$ cat src/logic/riders_params.svh
`ifndef RIDERS_PARAMS_SVH
`define RIDERS_PARAMS_SVH

// CPU word address width
`define RIDERS_AW 12

// Object RAM of 1024 words at 000 to 3FF
`define RIDERS_ORAM_AW 10

// Protection chip register window
`define RIDERS_PROT_BASE 12'h800
`define RIDERS_PROT_NREG 8

// Sound command at C00 and reply at C01
`define RIDERS_SND_BASE 12'hC00

`endif

$ cat src/logic/riders_pkg.sv
`include "riders_params.svh"

package riders_pkg;

    // One CPU bus cycle held stable while cpu_req is high
    typedef struct packed {
        logic [`RIDERS_AW-1:0] addr;
        logic                  we;
        logic [1:0]            dsn;
        logic [15:0]           din;
    } cpu_bus_t;

    // DMA side of the object RAM
    typedef struct packed {
        logic [`RIDERS_ORAM_AW-1:0] addr;
        logic                       we;
        logic [15:0]                din;
    } oram_port_t;

    typedef enum logic [2:0] {
        reg_op_a     = 3'd0,
        reg_op_b     = 3'd1,
        reg_result   = 3'd2,
        reg_dma_src  = 3'd3,
        reg_dma_dst  = 3'd4,
        reg_dma_len  = 3'd5,
        reg_command  = 3'd6,
        reg_status   = 3'd7
    } prot_reg_e;

    typedef enum logic [1:0] {
        cmd_nop      = 2'd0,
        cmd_mul      = 2'd1,
        cmd_dma_copy = 2'd2,
        cmd_dma_fill = 2'd3
    } prot_cmd_e;

    typedef enum logic [2:0] {
        dma_idle, dma_bus_req, dma_read, dma_write, dma_finish
    } prot_state_e;

    typedef enum logic [1:0] {
        bus_idle, bus_wait_grant, bus_access, bus_ack_hold
    } bus_state_e;

endpackage

$ cat src/logic/riders_addr_decode.sv
`timescale 1ns/1ps
`include "riders_params.svh"

module riders_addr_decode (
    input  logic                 clk,
    input  logic                 rst_n,
    input  riders_pkg::cpu_bus_t cpu,
    input  logic                 cpu_req,
    input  logic                 br,
    input  logic                 bgack,
    input  logic [15:0]          oram_dout,
    input  logic [15:0]          prot_dout,
    input  logic [15:0]          snd_dout,
    output logic                 cpu_ack,
    output logic [15:0]          cpu_dout,
    output logic                 oram_cs,
    output logic                 prot_cs,
    output logic                 snd_cs,
    output logic                 bg
);

    localparam int AW     = `RIDERS_AW;
    localparam int PROT_W = $clog2(`RIDERS_PROT_NREG);
    localparam logic [AW-1:0] PROT_BASE = `RIDERS_PROT_BASE;
    localparam logic [AW-1:0] SND_BASE  = `RIDERS_SND_BASE;

    riders_pkg::bus_state_e state;

    logic       hit_oram;
    logic       hit_prot;
    logic       hit_snd;
    logic       start;
    logic       data_phase;
    logic [2:0] hit_q;
    logic [15:0] rd_mux;

    // Address map
    assign hit_oram = cpu.addr[AW-1:`RIDERS_ORAM_AW] == '0;
    assign hit_prot = cpu.addr[AW-1:PROT_W] == PROT_BASE[AW-1:PROT_W];
    assign hit_snd  = cpu.addr[AW-1:1] == SND_BASE[AW-1:1];

    // A cycle may start only while DMA neither asks for nor holds the bus
    always_comb begin
        start = 1'b0;
        case (state)
            riders_pkg::bus_idle:       start = cpu_req && !(br || bg || bgack);
            riders_pkg::bus_wait_grant: start = !(br || bg || bgack);
            default:                    start = 1'b0;
        endcase
    end

    always_comb begin
        if (hit_q[0])
            rd_mux = oram_dout;
        else if (hit_q[1])
            rd_mux = prot_dout;
        else if (hit_q[2])
            rd_mux = snd_dout;
        else
            rd_mux = 16'h0000;
    end

    always_ff @(posedge clk or negedge rst_n) begin
        if (!rst_n) begin
            state      <= riders_pkg::bus_idle;
            oram_cs    <= 1'b0;
            prot_cs    <= 1'b0;
            snd_cs     <= 1'b0;
            data_phase <= 1'b0;
            cpu_ack    <= 1'b0;
        end else begin
            // Strobes last a single cycle
            oram_cs <= start && hit_oram;
            prot_cs <= start && hit_prot;
            snd_cs  <= start && hit_snd;
            case (state)
                riders_pkg::bus_idle: begin
                    if (start)
                        state <= riders_pkg::bus_access;
                    else if (cpu_req)
                        state <= riders_pkg::bus_wait_grant;
                end
                riders_pkg::bus_wait_grant: begin
                    if (start)
                        state <= riders_pkg::bus_access;
                end
                riders_pkg::bus_access: begin
                    // Peripheral data is valid in the second cycle
                    data_phase <= !data_phase;
                    if (data_phase) begin
                        cpu_ack <= 1'b1;
                        state   <= riders_pkg::bus_ack_hold;
                    end
                end
                riders_pkg::bus_ack_hold: begin
                    if (!cpu_req) begin
                        cpu_ack <= 1'b0;
                        state   <= riders_pkg::bus_idle;
                    end
                end
                default: state <= riders_pkg::bus_idle;
            endcase
        end
    end

    always_ff @(posedge clk) begin
        if (start)
            hit_q <= {hit_snd, hit_prot, hit_oram};
        if (state == riders_pkg::bus_access && data_phase)
            cpu_dout <= rd_mux;
    end

    // Grant only between CPU cycles and release once DMA lets go
    always_ff @(posedge clk or negedge rst_n) begin
        if (!rst_n) begin
            bg <= 1'b0;
        end else if (!bg && br && (state == riders_pkg::bus_idle ||
                                   state == riders_pkg::bus_wait_grant)) begin
            bg <= 1'b1;
        end else if (bg && !br && !bgack) begin
            bg <= 1'b0;
        end
    end

endmodule

$ cat config.mk
export PLATFORM = sky130hd
export DESIGN_NAME = riders_addr_decode
export DESIGN_NICKNAME = d
export VERILOG_FILES = /design/src/logic/riders_pkg.sv /design/src/logic/riders_addr_decode.sv
export VERILOG_INCLUDE_DIRS = /design/src /design/src/logic
export SDC_FILE = /design/constraint.sdc
export NUM_CORES = 1
export LEC_CHECK = 0
export ABC_AREA = 1
export ABC_CLOCK_PERIOD_IN_PS = 2029
export BUFFER_PORTS_ARGS = -buffer_cell sky130_fd_sc_hd__buf_2
export CAP_MARGIN = 10
export CORE_MARGIN = 2
export CORE_UTILIZATION = 41
export DETAILED_ROUTE_END_ITERATION = 7
export PLACE_DENSITY_LB_ADDON = 0.1
export SETUP_SLACK_MARGIN = 0.3
export SKIP_LAST_GASP = 1
export SLEW_MARGIN = 20
export SYNTH_ARGS = -nofsm -noshare
export SYNTH_HDL_FRONTEND = slang
export SYNTH_SLANG_ARGS = --single-unit
export TNS_END_PERCENT = 1
$ cat constraint.sdc
create_clock -name clk -period 2.03 [get_ports clk]
set_clock_uncertainty 0.1 [all_clocks]
set_input_delay 0.203 -clock clk [delete_from_list [all_inputs] [get_ports clk]]
set_output_delay 0.203 -clock clk [all_outputs]
set_load 0.01 [all_outputs]
-- Word level (Yosys, flattened, before mapping)
Cells that the tools add are included.
- output and inout port bits: 21
- flip-flop bits (word level): 27
- equal/unequal tests: 9
- reductions and logical operators: 23
- multiplexer cells: 15
- operators with widths (cell ; number):
    16-bit two-way mux ; 3
    11-bit == test, second input constant ; 1
    2-bit two-way mux ; 5
    9-bit == test, second input constant ; 1
    1-bit logical AND ; 9
    2-bit one-hot mux with 4 select lines ; 1
    2-bit != test, second input constant ; 3
    1-bit logical NOT ; 5
    2-bit == test, second input constant ; 2
    2-bit logical NOT ; 2
    1-bit two-way mux ; 4
    1-bit one-hot mux with 2 select lines ; 2
    4-bit AND reduction ; 1
    2-bit nonzero test ; 2
    1-bit logical OR ; 3
    3-bit != test, second input constant ; 1
    3-bit AND reduction ; 1
    2-bit by 1-bit == test with 1-bit output, second input constant ; 1

-- Longest topological paths before layout
- word-level depth: 7
- mapped depth: 9
- gate-level depth less buffers: 9

-- Least setup slack after synthesis
OpenSTA, ideal clock, no wires.
- path type: flip-flop to flip-flop
- start: reg state[0]
- end: reg cpu_dout[0] (enable)
- required time: 1.566 ns
- data arrival time: 1.083 ns
- path buffers: 0
- path slack: 0.483 ns
- cell stages (with the launch flop): 5
- path through: dfrtp_1 > inv_1 > ha_1 > nand2_1 > inv_1
- word-level cells in the longest chain between the ends: 2
- RTL lines (element ; line ; text):
    start: declaration ; riders_addr_decode.sv:27 ; riders_pkg::bus_state_e state;
    start signal: assignment ; riders_addr_decode.sv:65 ; state <= riders_pkg::bus_idle;
    start signal: assignment ; riders_addr_decode.sv:79 ; state <= riders_pkg::bus_access;
    start signal: assignment ; riders_addr_decode.sv:81 ; state <= riders_pkg::bus_wait_grant;
    2-bit == test ; riders_addr_decode.sv:109 ; if (state == riders_pkg::bus_access && data_phase)
    1-bit logical AND ; riders_addr_decode.sv:109 ;
    end signal: assignment ; riders_addr_decode.sv:110 ; cpu_dout <= rd_mux;
    end: declaration ; riders_addr_decode.sv:15 ; output logic [15:0] cpu_dout,
Every way passes these cells.
A chain may end at the register's enable or synchronous reset.

-- Worst setup path in the final report
- start: reg state[0]
- end: reg hit_q[2] (enable)
- word-level cells in the longest chain between the ends: 2
- RTL lines (element ; line ; text):
    2-bit by 1-bit == test with 1-bit output / 2-bit logical NOT (equally long branches) ; riders_addr_decode.sv:45 ; case (state)
    1-bit one-hot mux with 2 select lines * ; riders_addr_decode.sv:45 ;
    named net start ; riders_addr_decode.sv:32 ; logic start;
    end signal: assignment ; riders_addr_decode.sv:108 ; hit_q <= {hit_snd, hit_prot, hit_oram};
    end: declaration ; riders_addr_decode.sv:34 ; logic [2:0] hit_q;
Mark *: on every way through the listed nets, which the timed path passes. The rest lies on a longest branch.

==> impl_metrics.env <==
export IMPL_status="finished, final reports clean"
export IMPL_vias=1400
export IMPL_hold_viol_final=0
export IMPL_htree_levels=1
export IMPL_worstMarginPinSlew_ns=0.5069
export IMPL_gp_congestion=0.7591
export IMPL_min_period_ns=1.587
export IMPL_pin_count=105
export IMPL_synth_area_leader_cell="edfxtp_1"
export IMPL_core_area_um2=3390
export IMPL_ant_nets=0
export IMPL_power_density_nw_per_um2=760.7
export IMPL_num_rows=21
export IMPL_numCtsBuffers=3
export IMPL_whs_ns=0.02830
export IMPL_synth_seq_cells=27
export IMPL_critical_path_slowest_cell="dfrtp_1"
export IMPL_dr_pass1_iters=4
export IMPL_viasPerCell=4.575
export IMPL_clockBufferDepth=2
export IMPL_setup_violations_final=0
export IMPL_leakagePower_nw=0.9905
export IMPL_wire_per_inst_um=10.69
export IMPL_die_w_um=64.06
export IMPL_avgSynthCellArea_um2=8.500
export IMPL_grt_max_degree=33
export IMPL_synth_most_common_cell="nand2_1"
export IMPL_cts_sinks=27
export IMPL_syn_nets=262
export IMPL_end_kind="register"
export IMPL_tritoncts="yes"
export IMPL_drv_cap=0
export IMPL_arrival_ns=1.54
export IMPL_seq_area_um2=770.7
export IMPL_worstHoldPathType="input port to register"
export IMPL_wl_mm=3.270
export IMPL_worstPathRequired_ns=1.98
export IMPL_grt_pass1_vias=1365
export IMPL_slew_violations=0
export IMPL_worstRegToRegCells=6
export IMPL_synth_edf_count=19
export IMPL_multi_input_area_um2=610.6
export IMPL_worst_path_largest_cell_delay_ns=0.45
export IMPL_seq_area_frac_synth=0.5212
export IMPL_grt_first_pass_wirelength_mm=5.678
export IMPL_yosys_warnings=0
export IMPL_antennaDiodeCount=0
export IMPL_drc=0
export IMPL_setup_worst_path_start_class="register"
export IMPL_port_buffers=84
export IMPL_fmax_mhz=630.0
export IMPL_fin_nets=349
export IMPL_post_place_ws_ns=0.4355
export IMPL_synth_area_um2=1479
export IMPL_synthCells=174
export IMPL_ir_drop_v=0.0004988
export IMPL_grt_usage=0.1724
export IMPL_ys_top_cells_by_count="nand2_1 (48), edfxtp_1 (19), a21oi_1 (18), nor2_1 (18), inv_1 (14)"
export IMPL_antenna_found_initial=0
export IMPL_cts_root_buf="clkbuf_4"
export IMPL_synth_distinct_cells=24
export IMPL_critPathKind="register to register"
export IMPL_p_total_mw=1.515
export IMPL_design_area_um2=1992
export IMPL_dpl_hpwl_mm=2.570
export IMPL_worstPathCellList="inv_1, ha_1, nand2_1, nand2_2, nand3_4, inv_1"
export IMPL_synth_area_top_cells="edfxtp_1 (39%), dfrtp_1 (14%), nand2_1 (12%)"
export IMPL_fillers=330
export IMPL_syn_to_final_growth_pct=34.69
export IMPL_worst_path_max_fanout=6
export IMPL_async_flop_share=0.2963
export IMPL_start_util=0.4363
export IMPL_overflow=0
export IMPL_drive_gt1_frac=0.3769
export IMPL_finalSetupTns_ns=0
export IMPL_clkSlewWorstSetupHoldPaths_ns=0.14
export IMPL_drtIter0Drc=59
export IMPL_synth_top_cell_area_share=0.3858
export IMPL_final_period_utilization=0.7820
export IMPL_crit_top_cell="inv_1"
export IMPL_timing_final_ws_setup_ns=0.4426
export IMPL_relSlewSlack=0.6621
export IMPL_synthFlopType="edfxtp_1"
export IMPL_clkLatencyLatePin_ns=0.32
export IMPL_hold_depth=3
export IMPL_chipHeight_um=64.06
export IMPL_dieArea_um2=4104
export IMPL_rsz0062_at_grt="false"
export IMPL_placed_cell_area_um2=1934
worst max-delay path, delay by kind of cell (launching register included):
| family | cells | cell delay, ns |
|---|---|---|
| adder cells (fa/ha/maj) | 1 | 0.27 |
| AND/OR/NAND/NOR | 3 | 0.29 |
| flip-flops | 1 | 0.45 |
| buffers and inverters | 2 | 0.22 |
what timing repair did:
item	in CTS	in global routing
hold endpoints to repair	9	0
hold buffers	3	0
setup buffers	0	0
gates resized for setup	0	0
per-layer routing:
layer	track usage	wire length, um	vias to the layer above
met2	0.3099	1562	51
met5	0	0	-
met4	0.05435	47	0
li1	-	-	749
met3	0.03873	250	4
met1	0.2020	1410	596
layout make-up:
type / instances / share of cell area
clock buffers: 3 / 0.01131
multi-input cells: 125 / 0.3065
flip-flops and latches: 27 / 0.3869
repair buffers: 90 / 0.2374
inverters: 14 / 0.02638
well taps: 46 / 0.02889
clock inverters: 1 / 0.002513
layout by cell type, fill, tap and decap left out:
cell	n
a21oi_1	18
a21oi_2	1
buf_2	84
buf_4	3
clkbuf_4	3
clkinv_2	1
dfrtp_1	8
dlygate4sd3_1	3
edfxtp_1	19
ha_1	4
inv_1	14
nand2_1	48
nand2_2	2
nand3_1	3
nand3_2	1
nand3_4	1
nand4_1	1
nor2_1	18
nor2_4	1
nor3_1	6
o21ai_0	10
o21ai_1	8
o22ai_1	1
or2_2	1
xor2_1	1
worst paths after layout:
kind / end / from / slack, ns
max: hit_q[2] / state[0] / 0.44
min: prot_cs / cpu[28] / 0.03
max reg2reg: hit_q[2] / state[0] / 0.44
min reg2reg: data_phase / data_phase / 0.40
max in group asynchronous: state[0] / rst_n / 1.54
min in group asynchronous: bg / rst_n / 0.13
where the power goes:
group	internal, mW	switching (mW)
Sequential	0.700	0.0481
Combinational	0.224	0.311
Clock	0.0737	0.157
Total	0.998	0.517
cell families (layout without fill, tap and decap cells):
group | Yosys count | after routing | share of synthesized area
compound gates | 38 | 38 | 0.1320
simple gates | 82 | 82 | 0.2411
buf+inv | 22 | 108 | 0.06599
fa+ha+maj | 4 | 4 | 0.03384
flops | 27 | 27 | 0.5212
xor+xnor | 1 | 1 | 0.005923
stage by stage:
step / instances / utilization
after floorplan: 174 / -
final: 306 / 0.5877
after global placement: 299 / 0.5707
after CTS: 306 / 0.5877
after global routing: 306 / 0.5877
after detailed placement: 299 / 0.5707
flip-flops by register name, indices dropped and copies added (netlist names):
name / flops
cpu_dout: 16
bg: 1
data_phase: 1
cpu_ack: 1
state: 2
oram_cs: 1
snd_cs: 1
hit_q: 3
prot_cs: 1
(Power assumes the default switching activity.)
