==> src/logic/riders_params.svh <==
`ifndef RIDERS_PARAMS_SVH
`define RIDERS_PARAMS_SVH

// CPU word address width
`define RIDERS_AW 12

// Object RAM of 1024 words at 000 to 3FF
`define RIDERS_ORAM_AW 10

// Protection chip register window
`define RIDERS_PROT_BASE 12'h800
`define RIDERS_PROT_NREG 8

// Sound command at C00 and reply at C01
`define RIDERS_SND_BASE 12'hC00

`endif

==> src/logic/riders_pkg.sv <==
`include "riders_params.svh"

package riders_pkg;

    // One CPU bus cycle held stable while cpu_req is high
    typedef struct packed {
        logic [`RIDERS_AW-1:0] addr;
        logic                  we;
        logic [1:0]            dsn;
        logic [15:0]           din;
    } cpu_bus_t;

    // DMA side of the object RAM
    typedef struct packed {
        logic [`RIDERS_ORAM_AW-1:0] addr;
        logic                       we;
        logic [15:0]                din;
    } oram_port_t;

    typedef enum logic [2:0] {
        reg_op_a     = 3'd0,
        reg_op_b     = 3'd1,
        reg_result   = 3'd2,
        reg_dma_src  = 3'd3,
        reg_dma_dst  = 3'd4,
        reg_dma_len  = 3'd5,
        reg_command  = 3'd6,
        reg_status   = 3'd7
    } prot_reg_e;

    typedef enum logic [1:0] {
        cmd_nop      = 2'd0,
        cmd_mul      = 2'd1,
        cmd_dma_copy = 2'd2,
        cmd_dma_fill = 2'd3
    } prot_cmd_e;

    typedef enum logic [2:0] {
        dma_idle, dma_bus_req, dma_read, dma_write, dma_finish
    } prot_state_e;

    typedef enum logic [1:0] {
        bus_idle, bus_wait_grant, bus_access, bus_ack_hold
    } bus_state_e;

endpackage

==> src/logic/riders_prot.sv <==
`timescale 1ns/1ps
`include "riders_params.svh"

module riders_prot (
    input  logic                   clk,
    input  logic                   rst_n,
    input  logic                   cs,
    input  riders_pkg::cpu_bus_t   cpu,
    input  logic                   bg,
    input  logic [15:0]            oram_rdata,
    output logic [15:0]            dout,
    output riders_pkg::oram_port_t oram_dma,
    output logic                   br,
    output logic                   bgack,
    output logic                   irqn,
    output logic                   busy
);

    localparam int SEL_W = $clog2(`RIDERS_PROT_NREG);
    localparam int OAW   = `RIDERS_ORAM_AW;

    riders_pkg::prot_state_e state;
    riders_pkg::prot_reg_e   sel;
    riders_pkg::prot_cmd_e   cmd;
    riders_pkg::prot_cmd_e   last_cmd;

    logic [15:0]    op_a;
    logic [15:0]    op_b;
    logic [15:0]    result;
    logic [15:0]    dma_src;
    logic [15:0]    dma_dst;
    logic [15:0]    dma_len;
    logic [15:0]    mul_lo;
    logic [OAW-1:0] src_ptr;
    logic [OAW-1:0] dst_ptr;
    logic [OAW:0]   count;
    logic           irq_pend;
    logic           wr;
    logic           rd;
    logic           cmd_wr;
    logic           dma_start;

    assign sel    = riders_pkg::prot_reg_e'(cpu.addr[SEL_W-1:0]);
    assign cmd    = riders_pkg::prot_cmd_e'(cpu.din[1:0]);
    assign wr     = cs && cpu.we;
    assign rd     = cs && !cpu.we;
    assign busy   = state != riders_pkg::dma_idle;
    assign irqn   = !irq_pend;
    assign mul_lo = 16'(op_a * op_b);

    // Commands are dropped while a transfer runs
    assign cmd_wr    = wr && sel == riders_pkg::reg_command && !busy;
    assign dma_start = cmd_wr && dma_len[OAW:0] != '0 &&
                       (cmd == riders_pkg::cmd_dma_copy || cmd == riders_pkg::cmd_dma_fill);

    always_ff @(posedge clk) begin
        if (wr) begin
            case (sel)
                riders_pkg::reg_op_a:    op_a    <= cpu.din;
                riders_pkg::reg_op_b:    op_b    <= cpu.din;
                riders_pkg::reg_dma_src: dma_src <= cpu.din;
                riders_pkg::reg_dma_dst: dma_dst <= cpu.din;
                riders_pkg::reg_dma_len: dma_len <= cpu.din;
                default: ;
            endcase
        end
        if (cmd_wr)
            last_cmd <= cmd;
        if (cmd_wr && cmd == riders_pkg::cmd_mul)
            result <= mul_lo;
        if (rd) begin
            case (sel)
                riders_pkg::reg_op_a:    dout <= op_a;
                riders_pkg::reg_op_b:    dout <= op_b;
                riders_pkg::reg_result:  dout <= result;
                riders_pkg::reg_dma_src: dout <= dma_src;
                riders_pkg::reg_dma_dst: dout <= dma_dst;
                riders_pkg::reg_dma_len: dout <= dma_len;
                riders_pkg::reg_command: dout <= {14'd0, last_cmd};
                default:                 dout <= {14'd0, irq_pend, busy};
            endcase
        end
        // Transfer pointers
        if (dma_start) begin
            src_ptr <= dma_src[OAW-1:0];
            dst_ptr <= dma_dst[OAW-1:0];
            count   <= dma_len[OAW:0];
        end else if (state == riders_pkg::dma_write) begin
            src_ptr <= src_ptr + 1'b1;
            dst_ptr <= dst_ptr + 1'b1;
            count   <= count - 1'b1;
        end
    end

    always_ff @(posedge clk or negedge rst_n) begin
        if (!rst_n) begin
            state    <= riders_pkg::dma_idle;
            br       <= 1'b0;
            bgack    <= 1'b0;
            irq_pend <= 1'b0;
        end else begin
            if (rd && sel == riders_pkg::reg_status)
                irq_pend <= 1'b0;
            case (state)
                riders_pkg::dma_idle: begin
                    if (dma_start) begin
                        br    <= 1'b1;
                        state <= riders_pkg::dma_bus_req;
                    end
                end
                riders_pkg::dma_bus_req: begin
                    if (bg) begin
                        br    <= 1'b0;
                        bgack <= 1'b1;
                        state <= riders_pkg::dma_read;
                    end
                end
                riders_pkg::dma_read: state <= riders_pkg::dma_write;
                riders_pkg::dma_write: begin
                    if (count == 1) begin
                        bgack <= 1'b0;
                        state <= riders_pkg::dma_finish;
                    end else begin
                        state <= riders_pkg::dma_read;
                    end
                end
                riders_pkg::dma_finish: begin
                    irq_pend <= 1'b1;
                    state    <= riders_pkg::dma_idle;
                end
                default: state <= riders_pkg::dma_idle;
            endcase
        end
    end

    // Read phase fetches the source word and write phase stores it or the fill value
    always_comb begin
        oram_dma.we   = state == riders_pkg::dma_write;
        oram_dma.addr = oram_dma.we ? dst_ptr : src_ptr;
        oram_dma.din  = last_cmd == riders_pkg::cmd_dma_fill ? op_a : oram_rdata;
    end

endmodule

==> config.mk <==
export PLATFORM = sky130hd
export DESIGN_NAME = riders_prot
export DESIGN_NICKNAME = d
export VERILOG_FILES = /design/src/logic/riders_pkg.sv /design/src/logic/riders_prot.sv
export VERILOG_INCLUDE_DIRS = /design/src /design/src/logic
export SDC_FILE = /design/constraint.sdc
export NUM_CORES = 1
export LEC_CHECK = 0
export ABC_CLOCK_PERIOD_IN_PS = 9780
export BUFFER_PORTS_ARGS = -buffer_cell sky130_fd_sc_hd__buf_2
export CORE_MARGIN = 2
export CORE_UTILIZATION = 39
export CTS_CLUSTER_DIAMETER = 80
export DETAILED_ROUTE_END_ITERATION = 8
export GPL_ROUTABILITY_DRIVEN = 0
export SLEW_MARGIN = 20
export SYNTH_ARGS = -nofsm -noshare
export SYNTH_HDL_FRONTEND = slang
export SYNTH_SLANG_ARGS = --single-unit
==> constraint.sdc <==
create_clock -name clk -period 9.78 [get_ports clk]
set_input_delay 0 -clock clk [delete_from_list [all_inputs] [get_ports clk]]
set_output_delay 0 -clock clk [all_outputs]
set_load 0.02 [all_outputs]
# Word level (Yosys, flattened, before mapping)
# Cells that the tools add are included.
# totals
reg_bits	151
in_bits	51
# classes
reduce_logical	28
addsub	3
n_eq_ne	19
multipliers	1
n_mux	21
# op_table
op	count
one-hot mux 16 bit (7 select lines)	1
2-to-1 mux 10 bit	5
2-to-1 mux 11 bit	2
adder 10 x 1 -> 10 bit (second input constant)	2
multiplier 16 x 16 -> 16 bit	1
2-to-1 mux 16 bit	1
equality test 3 bit (second input constant)	5
equality test 3 x 2 -> 1 bit (second input constant)	4
one-hot mux 3 bit (4 select lines)	1
AND reduction 2 bit	6
equality test 11 x 1 -> 1 bit (second input constant)	1
nonzero test 11 bit	1
subtractor 11 x 1 -> 11 bit (second input constant)	1
2-to-1 mux 3 bit	3
logical AND 1 bit	8
nonzero test 2 bit	4
equality test 2 bit (second input constant)	3
equality test 3 x 1 -> 1 bit (second input constant)	2
zero test 3 bit	2
2-to-1 mux 1 bit	6
AND reduction 3 bit	2
!= test 2 bit (second input constant)	2
one-hot mux 1 bit (2 select lines)	2
zero test 1 bit	3
4 further kinds	4

# Logic depth before layout (Yosys ltp)
# depth
depth_word	7
mapped_depth	20
mapped_depth_nobuf	19

# Least setup slack after synthesis
# No wires, ideal clock.
# synth_timing
path_kind	reg-to-reg
from	reg op_b[3]
to	reg result[15], data pin
setup_slack_ps	4630
stages_incl_launch_ff	18
t_required_ps	9522
t_arrival_ps	4892
path_buffers	1
synth_period_minus_slack_ps	5150
cell_sequence	edfxtp_1 -> clkbuf_1 -> and2_1 -> fa_1 -> inv_1 -> fa_1 -> inv_1 -> fa_1 -> fa_1 -> inv_1 -> fa_1 -> fa_1 -> inv_1 -> ha_1 -> a2111oi_0 -> o21ai_0 -> nor2b_1 -> xnor2_1
# synth_via
elab_chain_cells	1
# synth_rtl
item	line_no	text
from (decl)	riders_prot.sv:28	logic [15:0] op_b;
from (signal assigned)	riders_prot.sv:60	riders_pkg::reg_op_b: op_b <= cpu.din;
multiplier 16 x 16 -> 16 bit	riders_prot.sv:49	assign mul_lo = 16'(op_a * op_b);
net mul_lo[15]	riders_prot.sv:33	logic [15:0] mul_lo;
to (signal assigned)	riders_prot.sv:70	result <= mul_lo;
to (decl)	riders_prot.sv:29	logic [15:0] result;
# The timed path passes the listed nets, and every way through them passes these cells.
# A chain may end at the register's enable or synchronous reset.

# Worst setup path in the final report
# layout_timing
from	reg op_a[5]
to	reg result[15], data pin
# layout_via
elab_chain_cells	1
# layout_rtl
item	line_no	text
from (decl)	riders_prot.sv:27	logic [15:0] op_a;
from (signal assigned)	riders_prot.sv:59	riders_pkg::reg_op_a: op_a <= cpu.din;
multiplier 16 x 16 -> 16 bit	riders_prot.sv:49	
net mul_lo[15]	riders_prot.sv:33	
# The timed path passes the listed nets, and every way through them passes these cells.

==> impl_metrics.env <==
export IMPL_cts_tree="built"
export IMPL_syn_area_sq_um=10600
export IMPL_p_per_area_nw_per_um2=194
export IMPL_htree_levels=4
export IMPL_cp_slowest_stage_delay_ps=840
export IMPL_grt_ovfl_total=0
export IMPL_row_count=60
export IMPL_fmax_mhz=170
export IMPL_setup_viol=0
export IMPL_drt_iter0_drc=517
export IMPL_gr_usage_all_layers=0.193
export IMPL_initial_core_util=0.395
export IMPL_drv_cap=0
export IMPL_synth_fp_nets=1124
export IMPL_peakVddDrop_mv=0.108
export IMPL_portBuffers=86
export IMPL_grt_pass1_wl_um=41500
export IMPL_cp_top_family="adder cells"
export IMPL_fin_crit_sh=0.602
export IMPL_grt_max_degree=55
export IMPL_dr_total_vias=7113
export IMPL_wirelength_um=26500
export IMPL_insertion_delay_ps=420
export IMPL_finClkSkew_ps=13.9
export IMPL_start_kind="flop"
export IMPL_die_w_um=169
export IMPL_maxSlewHeadroom=0.310
export IMPL_dp_hpwl_um=19100
export IMPL_synth_top_area_frac=0.411
export IMPL_path_buf_inv=2
export IMPL_crit_path_cell_trace="nand2_1 -> fa_1 -> fa_1 -> inv_1 -> fa_1 -> fa_1 -> inv_1 -> fa_1 -> fa_1 -> xor2_1 -> xnor2_1 -> xnor2_1 -> xnor2_1 -> xnor3_1 -> xnor2_1"
export IMPL_yosysTopAreaCell="edfxtp_1"
export IMPL_async_reset_ff_frac=0.0397
export IMPL_antenna_found_initial=1
export IMPL_ys_ff_latch=151
export IMPL_worst_hold_path_type="in -> reg"
export IMPL_busiest_layer="met2"
export IMPL_root_buffer="clkbuf_16"
export IMPL_yosys_warnings=0
export IMPL_drcViolationCount=0
export IMPL_power_leakage_nw=4.92
export IMPL_grt_use_met1=0.254
export IMPL_finalNonFillerCells=1386
export IMPL_worst_pin_slew_ps=1030
export IMPL_slowest_stage="edfxtp_1"
export IMPL_grt_pass1_vias=7273
export IMPL_cts_sinks=151
export IMPL_avgSynthCellArea_sq_um=11.3
export IMPL_io_pins=98
export IMPL_drtAntennaViolNets=0
export IMPL_synth_distinct_cells=50
export IMPL_dr_pass1_iters=7
export IMPL_routedWlPerCell_um=19.2
export IMPL_placed_area_sq_um=11300
export IMPL_slew_viol_final=0
export IMPL_hold_viol=0
export IMPL_avgViaCountPerCell=5.13
export IMPL_period_needed_ps=5890
export IMPL_cts_buffer_depth=2
export IMPL_placeableCoreArea_sq_um=26800
export IMPL_grt_util_met3=0.0309
export IMPL_cp_max_fo=13
export IMPL_ys_top_cells_by_area="edfxtp_1 (41%), fa_1 (15%), ha_1 (6.3%), nand2_1 (4.5%), mux2_2 (4.3%)"
export IMPL_die_area_sq_um=28500
export IMPL_critPathArrivalTime_ps=6050
export IMPL_rsz0062_at_grt="false"
export IMPL_nNetsFinal=1215
export IMPL_design_area_sq_um=12100
export IMPL_synth_edf_count=145
export IMPL_die_h_um=169
export IMPL_crit_top_cell="fa_1"
export IMPL_yosysSeqAreaShare=0.425
export IMPL_place_ws_ps=3930
export IMPL_fin_ws_ps=3890
export IMPL_cts_buffers=17
export IMPL_required_ps=9950
export IMPL_dp_cells=1334
export IMPL_status="finished, final reports clean"
export IMPL_setup_worst_path_class="reg -> reg"
export IMPL_use_met2=0.333
export IMPL_area_delta_synth_final_pct=14.0
export IMPL_clk_pin_slew_ps=70
export IMPL_synthCells=940
export IMPL_fin_setup_tns_ps=0
export IMPL_endpoint_kind="flop"
export IMPL_drive_gt1_frac=0.170
export IMPL_nFillCells=2483
export IMPL_synthFlopType="edfxtp_1"
[layout make-up]
| cell class | count | area, sq um | share of cell area |
|---|---|---|---|
| diodes | 1 | 2.50 | 0.000207 |
| clock buffers | 17 | 425 | 0.0352 |
| clock inverters | 15 | 120 | 0.00994 |
| inverters | 119 | 447 | 0.0370 |
| multi-input cells | 625 | 5450 | 0.451 |
| flip-flops and latches | 151 | 4500 | 0.373 |
| well taps | 341 | 427 | 0.0353 |
| repair buffers | 117 | 711 | 0.0588 |
[synthesized netlist by cell type, types with 13 or more instances]
library cell and n:
mux2_2 40, nand3_1 16, and2_1 61, a21oi_1 18
ha_1 53, o21ai_1 25, o21ai_0 14, a22oi_1 14
nor2_1 26, xnor2_1 40, clkbuf_1 27, inv_1 119
xor2_1 23, nand2_1 126, fa_1 80, o22ai_1 13
edfxtp_1 145
[cell families after synthesis]
group	synth area share
AND/OR/NAND/NOR	0.121
buffers and inverters	0.0625
flip-flops	0.425
adder cells (fa/ha/maj)	0.214
AO/OA/AOI/OAI	0.0594
XOR/XNOR	0.0542
multiplexers	0.0645
[repair_timing]
action,4_1_cts,5_1_grt
gates resized for setup,0,0
endpoints found under the hold margin,92,0
setup buffers,0,0
hold buffers,19,0
[layout by cell type, fill, tap and decap left out, types with 23 or more instances in the layout]
cell type  Yosys  routed
nor2_1        26      26
and2_1        61      61
o21ai_1       25      25
xor2_1        23      23
buf_2         10      86
inv_1        119     119
mux2_2        40      40
xnor2_1       40      40
fa_1          80      80
nand2_1      126     126
ha_1          53      53
edfxtp_1     145     145
[final timing paths]
| path | cells after the start | slack, ps | end | startpoint |
|---|---|---|---|---|
| setup / recovery | 15 | 3890 | result[15] | op_a[5] |
| hold / removal | 2 | 100 | dout[3] | cpu[18] |
| setup reg to reg | 15 | 3890 | result[15] | op_a[5] |
| hold reg to reg | 1 | 510 | br | br |
| max in group asynchronous | 3 | 9020 | irq_pend | rst_n |
| min in group asynchronous | 3 | 530 | br | rst_n |
[report_power, final]
part / total (mW) / switching [mW] / leakage, nW / internal, mW
sequential: 0.954 / 0.0915 / 1.41 / 0.862
clock: 0.608 / 0.278 / 0.266 / 0.330
combinational: 0.776 / 0.426 / 3.24 / 0.350
[flip-flops by register name, indices dropped and copies added, names as in the netlist]
name	count
count	11
op_b	16
irq_pend	1
dma_dst	16
dma_len	16
result	16
dst_ptr	10
bgack	1
last_cmd	2
br	1
state	3
op_a	16
dma_src	16
dout	16
src_ptr	10
[stage by stage]
step | utilization | hold WS, ps | total power, mW
after floorplan | - | -296 | 1.53
after global placement | 0.423 | -169 | 1.73
after detailed placement | 0.423 | -166 | 1.75
after CTS | 0.451 | 92.0 | 2.36
after global routing | 0.451 | 104 | 2.49
final | 0.451 | 97.3 | 2.34
[metal layers]
layer	vias up	routed length (um)	share of wire
met5	-	0	0
met4	0	549	0.021
met3	41	1480	0.056
met2	229	13200	0.50
met1	3514	11300	0.43
li1	3329	-	-
No activity file was read; power rests on OpenSTA's default activity.
