[config.mk]
export PLATFORM = sky130hd
export DESIGN_NAME = riders_snd_latch
export DESIGN_NICKNAME = d
export VERILOG_FILES = /design/src/logic/riders_pkg.sv /design/src/logic/riders_snd_latch.sv
export VERILOG_INCLUDE_DIRS = /design/src /design/src/logic
export SDC_FILE = /design/constraint.sdc
export NUM_CORES = 1
export LEC_CHECK = 0
export BUFFER_PORTS_ARGS = -buffer_cell sky130_fd_sc_hd__clkbuf_2
export CORE_ASPECT_RATIO = 1.75
export CORE_MARGIN = 2
export CORE_UTILIZATION = 35
export DETAILED_ROUTE_END_ITERATION = 8
export PLACE_DENSITY = 0.66
export SLEW_MARGIN = 20
export SYNTH_ARGS = -nofsm -noshare
export SYNTH_HDL_FRONTEND = slang
export SYNTH_SLANG_ARGS = --single-unit
[constraint.sdc]
create_clock -name clk -period 2.6 [get_ports clk]
set_input_delay 0 -clock clk [delete_from_list [all_inputs] [get_ports clk]]
set_output_delay 0 -clock clk [all_outputs]
set_load 0.02 [all_outputs]
[src/logic/riders_params.svh]
`ifndef RIDERS_PARAMS_SVH
`define RIDERS_PARAMS_SVH

// CPU word address width
`define RIDERS_AW 12

// Object RAM of 1024 words at 000 to 3FF
`define RIDERS_ORAM_AW 10

// Protection chip register window
`define RIDERS_PROT_BASE 12'h800
`define RIDERS_PROT_NREG 8

// Sound command at C00 and reply at C01
`define RIDERS_SND_BASE 12'hC00

`endif

[src/logic/riders_pkg.sv]
`include "riders_params.svh"

package riders_pkg;

    // One CPU bus cycle held stable while cpu_req is high
    typedef struct packed {
        logic [`RIDERS_AW-1:0] addr;
        logic                  we;
        logic [1:0]            dsn;
        logic [15:0]           din;
    } cpu_bus_t;

    // DMA side of the object RAM
    typedef struct packed {
        logic [`RIDERS_ORAM_AW-1:0] addr;
        logic                       we;
        logic [15:0]                din;
    } oram_port_t;

    typedef enum logic [2:0] {
        reg_op_a     = 3'd0,
        reg_op_b     = 3'd1,
        reg_result   = 3'd2,
        reg_dma_src  = 3'd3,
        reg_dma_dst  = 3'd4,
        reg_dma_len  = 3'd5,
        reg_command  = 3'd6,
        reg_status   = 3'd7
    } prot_reg_e;

    typedef enum logic [1:0] {
        cmd_nop      = 2'd0,
        cmd_mul      = 2'd1,
        cmd_dma_copy = 2'd2,
        cmd_dma_fill = 2'd3
    } prot_cmd_e;

    typedef enum logic [2:0] {
        dma_idle, dma_bus_req, dma_read, dma_write, dma_finish
    } prot_state_e;

    typedef enum logic [1:0] {
        bus_idle, bus_wait_grant, bus_access, bus_ack_hold
    } bus_state_e;

endpackage

[src/logic/riders_snd_latch.sv]
`timescale 1ns/1ps

module riders_snd_latch (
    input  logic                 clk,
    input  logic                 rst_n,
    input  logic                 cs,
    input  riders_pkg::cpu_bus_t cpu,
    input  logic                 snd_rd,
    input  logic                 snd_reply_we,
    input  logic [7:0]           snd_reply,
    output logic [15:0]          dout,
    output logic [7:0]           snd_cmd,
    output logic                 snd_irq
);

    logic [7:0] reply;
    logic       cmd_wr;

    // Low byte lane at the even address carries the command
    assign cmd_wr = cs && cpu.we && !cpu.addr[0] && !cpu.dsn[0];

    always_ff @(posedge clk or negedge rst_n) begin
        if (!rst_n) begin
            snd_cmd <= 8'd0;
            snd_irq <= 1'b0;
            reply   <= 8'd0;
        end else begin
            if (cmd_wr) begin
                snd_cmd <= cpu.din[7:0];
                snd_irq <= 1'b1;
            end else if (snd_rd) begin
                snd_irq <= 1'b0;
            end
            if (snd_reply_we)
                reply <= snd_reply;
        end
    end

    always_ff @(posedge clk) begin
        if (cs && !cpu.we)
            dout <= {8'd0, cpu.addr[0] ? reply : snd_cmd};
    end

endmodule

Yosys cells after proc, flatten, opt, wreduce, memory -nomap -nowiden:

Cells that the tools add are included.
W data, S select, Z words.

* flip-flop bits (word level): 25
* input port bits: 44
* output and inout bits: 25

* mux-type cells: 3
* reduce and logical (&&, ||, !) cells: 8

Operators by type and width (count)
* $mux W8: 1
* $logic_and A1 B1 Y1: 4
* $logic_not A1 Y1: 3
* $mux W1: 2
* $reduce_bool A2 Y1: 1

Depth between registers and ports, before layout:

Gate-level depths: netlist of run 1.

* word-level depth: 4
* gate-level depth with buffers: 4

Least setup slack after synthesis of run 1:

No wires, ideal clock.

* path kind: input-to-reg
* start: in cpu[19] (netlist name)
* end: reg snd_cmd[0]
* data arrival time: 0.877 ns
* required time: 2.475 ns
* stages: 4
* slack: 1.598 ns
* path buffers: 2
* cell sequence: buf_6 nor4bb_4 buf_6 mux2_2

* cells in the longest elaborated chain, start to end: 3

RTL lines
* from (decl): RTL line riders_snd_latch.sv:7 `input riders_pkg::cpu_bus_t cpu,`
* $logic_not A1 Y1: RTL line riders_snd_latch.sv:20 `assign cmd_wr = cs && cpu.we && !cpu.addr[0] && !cpu.dsn[0];`
* $logic_and A1 B1 Y1 (2 in a row): RTL line riders_snd_latch.sv:20
* to (signal assigned): RTL line riders_snd_latch.sv:29 `snd_cmd <= cpu.din[7:0];`
* to (decl): RTL line riders_snd_latch.sv:12 `output logic [7:0] snd_cmd,`

Every way passes these cells.
A chain may end at the register's enable or synchronous reset.

Final worst setup path of run 1:

* start: in cpu[19] (netlist name)
* end: reg snd_cmd[1]

The elaborated chain is that of the path after synthesis.

==> out/summary.txt, run 1 <==
GP Congestion -> 0.764
Final wirelength -> 2000 um
Final setup vio count -> 0
Min Clock Period, post-route -> 1.18 ns
Clock Latency Late Sink -> 0.26 ns
Critical Path Start Type -> primary input
CTS Buffer Depth -> 2
First-pass GRT wire length -> 3140 um
Routed len/inst -> 13.3 um
Worst path bufs/invs -> 1
Initial core utilization -> 36.5%
Cells after Synth -> 65
Post-synth cell types -> 11
Vias -> 692
Slew Limit Fails -> 0
Hold depth -> 3
Total Nets Final -> 168
Root Buffer -> clkbuf_8
I/O Buffers -> 40
EDFF count, synth -> 8
Lkg Pwr -> 0.692 nW
Num CTS Buffers -> 3
P&R area growth vs syn -> 37.4%
Pre-Repair DR Iteration Count -> 2
Reg clk slew, reported paths -> 0.08 ns
P per Cell Area -> 628 mW/mm^2
Hold WC Path Type -> primary input to flip-flop
Dpl hpwl -> 1450 um
CP max FO -> 9
Vias in the first global route -> 744
RSZ-0062 raised after global routing -> no
Fin Clk Skew -> 0.000416 ns
# H-tree levels -> 1
Slew at the pin with the worst max-slew slack -> 0.741 ns
Total gr overflow -> 0
Most frequent cell after synthesis -> mux2_2
R2R depth -> 1
Io pins -> 69
Yosys warning count -> 0
Gr usage total -> 12.2%
Die ar. -> 0.00353 mm^2
CTS tree -> built
Largest net degree at the start of global routing -> 18
Die height -> 77.1 um
WP data arrival -> 1.33 ns
CTS sink count -> 25
Critical-path cell list -> clkbuf_2 -> nor4bb_4 -> mux2_2
Final hold violation count -> 0
Mapped Area -> 0.00107 mm^2
Post-route ant nets -> 0
Data required time of the worst path -> 2.75 ns
Vias per cell -> 4.58
Avg Cell Area, Syn -> 16.5 um^2
Fraction of layout cells with a size suffix above 1 -> 56.1%
Power Total -> 924 uW
Critical path's largest stage delay -> 0.71 ns
Core ar. -> 0.00293 mm^2
Yosys reg bits -> 25
Main synth FF type -> dfrtp_1
Post-CTS resize count -> 0
Most instantiated cells after synthesis -> mux2_2 (24), dfrtp_1 (17), buf_4 (8), edfxtp_1 (8), buf_6 (2)
Critical Path Stages -> 3
Row Count -> 26
Crit end category -> flip-flop
Max rail drop VDD -> 0.247 mV
Crit share post-route -> 45.5%
Drt initial violations -> 15
Final TNS setup -> 0 ns
Max-Cap Viols -> 0
Async SR Flop Fraction -> 68.0%
Slew margin rel. -> 50.5%
CP max-delay cell -> nor4bb_4
DRC -> 0
Initial antenna violation count -> 0
Ranking of synthesized cells by area -> dfrtp_1 (40%), mux2_2 (25%), edfxtp_1 (22%)
Die width -> 45.8 um
Antenna diode count -> 0
Kind of critical path -> primary input to flip-flop
Leading area contributor after synthesis -> dfrtp_1
Worst path top cell family by delay -> simple AND/OR/NAND/NOR gates
Post-synthesis sequential area ratio -> 62.2%
Yosys top cell area share -> 39.8%
Status -> finished, final reports clean
Fmax -> 0.845 GHz
## registers in the layout, indices dropped and copies added (netlist names)
register  count
snd_irq       1
snd_cmd       8
dout          8
reply         8
## power by group
part           internal (mW)  total (mW)  switching [mW]
clock network          0.109       0.219           0.110
registers              0.463       0.490          0.0277
logic                  0.106       0.214           0.108
## cell usage in the layout, fill, tap and decap left out
cell           netlist  layout
clkbuf_1             1       1
nor4bb_4             1       1
inv_1                1       1
a21o_2               1       1
mux2_2              24      24
clkbuf_2             0      40
conb_1               1       8
dfrtp_1             17      17
nor2b_1              1       1
clkbuf_8             0       3
edfxtp_1             8       8
dlygate4sd3_1        0      18
## area by class of cell
type | count | area [um^2]
Timing Repair Buffer | 58 | 380
Tap cell | 28 | 35.0
Sequential cell | 25 | 666
Multi-Input combinational cell | 35 | 340
Clock buffer | 4 | 45.0
Inverter | 1 | 3.75
Fill cell | 266 | 1460
## worst paths after layout
check,startpoint,end,slack (ns)
setup / recovery,cpu[19],snd_cmd[1]$_DFFE_PN0P_,1.42
hold / removal,cpu[16],snd_irq$_DFFE_PN0P_,0.15
setup reg to reg,snd_cmd[7]$_DFFE_PN0P_,dout[7]$_DFFE_PP_,1.69
hold reg to reg,snd_irq$_DFFE_PN0P_,snd_irq$_DFFE_PN0P_,0.50
max in group asynchronous,rst_n,snd_cmd[3]$_DFFE_PN0P_,2.10
min in group asynchronous,rst_n,snd_cmd[6]$_DFFE_PN0P_,0.20
## metrics by stage
step / instance area (um^2) / setup slack, ns / utilization (%) / hold WS, ns / cells
global placement: 1240 / 1.08 / 42.5 / -0.0464 / 129
detailed placement: 1240 / 1.07 / 42.5 / -0.0438 / 129
finish: 1470 / 1.42 / 50.2 / 0.154 / 151
global route: 1470 / 1.33 / 50.2 / 0.160 / 151
CTS: 1470 / 1.35 / 50.2 / 0.157 / 151
floorplan: 1100 / 1.60 / - / -0.296 / 72
## cells by family after synthesis
family          after synthesis  share of synthesized area [%]
buf+inv                      12                           8.42
other cells                   1                          0.351
flops                        25                           62.2
mux                          24                           25.3
simple gates                  2                           2.92
compound gates                1                          0.819
## metal layers
layer,part of all wire [%],GRT usage [%]
met5,0,0
met4,1.1,6.00
met3,5.0,2.12
met2,59,21.8
met1,34,12.7
## timing repair
action,4_1_cts,5_1_grt
buffers inserted,0,0
hold endpoints to repair,34,0
hold buffers,18,0
(Power assumes the default switching activity.)
==> run 2: changes to the inputs <==
ABC_AREA = 1   (was default)
clock period = 1.22 ns   (was 2.6 ns; I/O delays follow)
==> run 2 against run 1 <==
  * Clock skew increased by 0.0023 ns
  * Total power increased by 110%
  * Largest cell class unchanged
  * Critical endpoint is now dout[2]$_DFFE_PP_
  * Worst setup slack got worse by 1.0 ns
==> out/summary.txt, run 2 <==
Ranking of synthesized cells by area -> dfrtp_1 (39%), edfxtp_1 (22%), nand2_1 (8.6%)
Cell Area, Placed -> 0.00126 mm^2 (+1.6%)
Max-Cap Viols -> 0 (unchanged)
Main synth FF type -> dfrtp_1
Pre-Repair DR Iteration Count -> 4 (+2)
Sequential Power Share -> 53.5% (+0.4 points)
Vias -> 877 (+27%)
Final setup vio count -> 0 (unchanged)
Int Power -> 1.35 mW (+100%)
Slew Limit Fails -> 0 (unchanged)
Register area -> 666 um^2 (unchanged)
Leading area contributor after synthesis -> dfrtp_1
Hold Path Sink -> snd_cmd[2]$_DFFE_PN0P_
Post-placement cell count -> 174 (+35%)
Num CTS Buffers -> 3 (unchanged)
Post-synth cell types -> 16 (+5)
Lkg Pwr -> 0.785 nW (+13%)
Crit Reg-Reg Startpoint -> snd_cmd[2]$_DFFE_PN0P_
Post-route insts no fill -> 196 (+30%)
Status -> finished, final reports clean
Die width -> 46.1 um (+0.70%)
Mapped Area -> 0.00109 mm^2 (+1.5%)
DRC -> 0 (unchanged)
Data required time of the worst path -> 1.22 ns (-1.53 ns)
Gr usage total -> 12.8% (+0.59 points)
Vias per cell -> 4.47 (-2.4%)
Row Count -> 26 (unchanged)
I/O Buffers -> 40 (unchanged)
Hold depth -> 4 (+1)
Psw -> 551 uW (+120%)
CP max FO -> 3 (-6)
Critical Path Start Type -> flip-flop
Largest net degree at the start of global routing -> 18 (unchanged)
Power Total -> 1.91 mW (+110%)
Post-synthesis sequential area ratio -> 61.3% (-0.93 points)
Crit share post-route -> 68.7%
Post-route ant nets -> 0 (unchanged)
WP data arrival -> 0.84 ns (-0.49 ns)
Fin Clk Skew -> 0.00269 ns (+0.00228 ns)
RSZ-0062 raised after global routing -> no
FF-to-FF setup slack -> 0.38 ns (-1.31 ns)
Async SR Flop Fraction -> 68.0% (unchanged)
Crit end category -> flip-flop
Min Clock Period, post-route -> 0.838 ns
Antenna diode count -> 0 (unchanged)
Initial core utilization -> 37.1% (+0.56 points)
Final hold violation count -> 0 (unchanged)
Setup ws final -> 0.382 ns (-1.03 ns)
EDFF count, synth -> 8 (unchanged)
Avg Cell Area, Syn -> 9.96 um^2 (-39%)
Io pins -> 69 (unchanged)
Largest registers -> dout x8, reply x8, snd_cmd x8
CTS tree -> built
Kind of critical path -> flip-flop to flip-flop
Hold slack -> 0.0900 ns (-0.0638 ns)
Fraction of layout cells with a size suffix above 1 -> 28.6% (-28 points)
Initial antenna violation count -> 0 (unchanged)
Root Buffer -> clkbuf_8
Dpl hpwl -> 1560 um (+7.3%)
Hold path startpoint -> cpu[16]
Hold WC Path Type -> primary input to flip-flop
Die height -> 77.7 um (+0.72%)
Final Util -> 50.9% (+0.73 points)
Comb power frac -> 21.8% (-1.4 points)
First-pass GRT wire length -> 3350 um (+6.8%)
Fmax -> 1.19 GHz
Commonest non-fill, non-tap cell in the layout -> clkbuf_2
Fin area -> 0.00149 mm^2 (+1.4%)
Final TNS setup -> 0 ns (unchanged)
P per Cell Area -> 1280 mW/mm^2 (+100%)
Total gr overflow -> 0 (unchanged)
Yosys reg bits -> 25 (unchanged)
Core ar. -> 0.00293 mm^2 (unchanged)
Die ar. -> 0.00358 mm^2 (+1.4%)
Total Nets Final -> 213 (+27%)
Area of the multi-input gates -> 314 um^2 (-7.7%)
Yosys warning count -> 0 (unchanged)
Source of the critical timing path -> snd_cmd[2]$_DFFE_PN0P_
# H-tree levels -> 1 (unchanged)
Drt initial violations -> 23 (+8)
Vias in the first global route -> 811 (+9.0%)
Clk pwr share -> 24.8% (+1.1 points)
Most frequent cells in the layout -> clkbuf_2 (40), nand2_1 (25), dlygate4sd3_1 (18), dfrtp_1 (17), inv_1 (10)
Fillers -> 282 (+6.0%)
CTS Buffer Depth -> 2 (unchanged)
RR Endpoint -> dout[2]$_DFFE_PP_
P&R area growth vs syn -> 37.3% (about the same)
Reg clk slew, reported paths -> 0.08 ns (about the same)
Clock Latency Late Sink -> 0.26 ns (about the same)
Final wirelength -> 2140 um (+6.5%)
Yosys top cell area share -> 39.2% (-0.60 points)
Most instantiated cells after synthesis -> nand2_1 (25), dfrtp_1 (17), inv_1 (10), nor2_1 (9), o21ai_0 (9)
Max rail drop VDD -> 0.525 mV (+110%)
Cells after Synth -> 109 (+68%)
GP Congestion -> 0.778 (+1.9%)
Sw frac -> 28.9% (+2.3 points)
Pre-CTS WS -> 0.364 ns (-0.703 ns)
Routed len/inst -> 10.9 um (-18%)
Most frequent cell after synthesis -> nand2_1
R2R depth -> 2 (+1)
CTS sink count -> 25 (unchanged)
## run 2: cell count changes after synthesis, sizes merged, moves of 8 or more
cell and change:
a21oi +8, nand2 +26, o21ai +9, mux2 -24, nand3 +8, inv +9, nor2 +10
## run 2: worst max-delay path by stage
stage               cells past startpoint                     end  slack, ns
global placement                        5  snd_cmd[7]$_DFFE_PN0P_       0.36
global route                            1              snd_cmd[5]       0.34
CTS                                     2       dout[2]$_DFFE_PP_       0.37
finish                                  2       dout[2]$_DFFE_PP_       0.38
floorplan                               2       dout[6]$_DFFE_PP_       0.37
detailed placement                      5  snd_cmd[2]$_DFFE_PN0P_       0.36
## run 2: critical path, cell delays in order, from the launching register on
cell and delay (ns):
dfrtp_1 0.41, nor2_1 0.11, a21oi_1 0.06
## run 2: power by group through the flow
stage	Sequential (mW)	Combinational, mW	Clock [mW]
6_report	1.02	0.415	0.472
3_3_place_gp	1.03	0.367	0
2_1_floorplan	1.12	0.170	0
3_5_place_dp	1.04	0.374	0
4_1_cts	1.02	0.420	0.484
5_1_grt	1.03	0.464	0.513
## run 2: cell type report
type	instances	share of cell area, %
inverter	11	2.85
tap	28	2.35
multi-input combinational	69	21.1
sequential	25	44.6
timing repair buffer	59	26.0
clock buffer	3	2.77
clock inverter	1	0.336
## run 2: kinds of logic after synthesis
| group | Yosys count | share of synthesized area (%) |
|---|---|---|
| compound gates | 17 | 7.83 |
| buf+inv | 22 | 12.2 |
| flops | 25 | 61.3 |
| other cells | 1 | 0.345 |
| simple gates | 44 | 18.3 |
## run 2: routing by layer
metal  wire, um  part of all wire (%)  vias up  track usage (%)
met1        808                    38      394             11.9
li1           -                     -      448                -
met4         40                   1.9        0             7.71
met5          0                     0        -                0
met2       1180                    55       33             23.9
met3        101                   4.7        2             1.40
## run 2: timing repair
item / CTS / global route
resized for setup: 0 / 0
hold endpoints to repair: 34 / 0
hold buffers: 18 / 0
setup buffers: 0 / 0
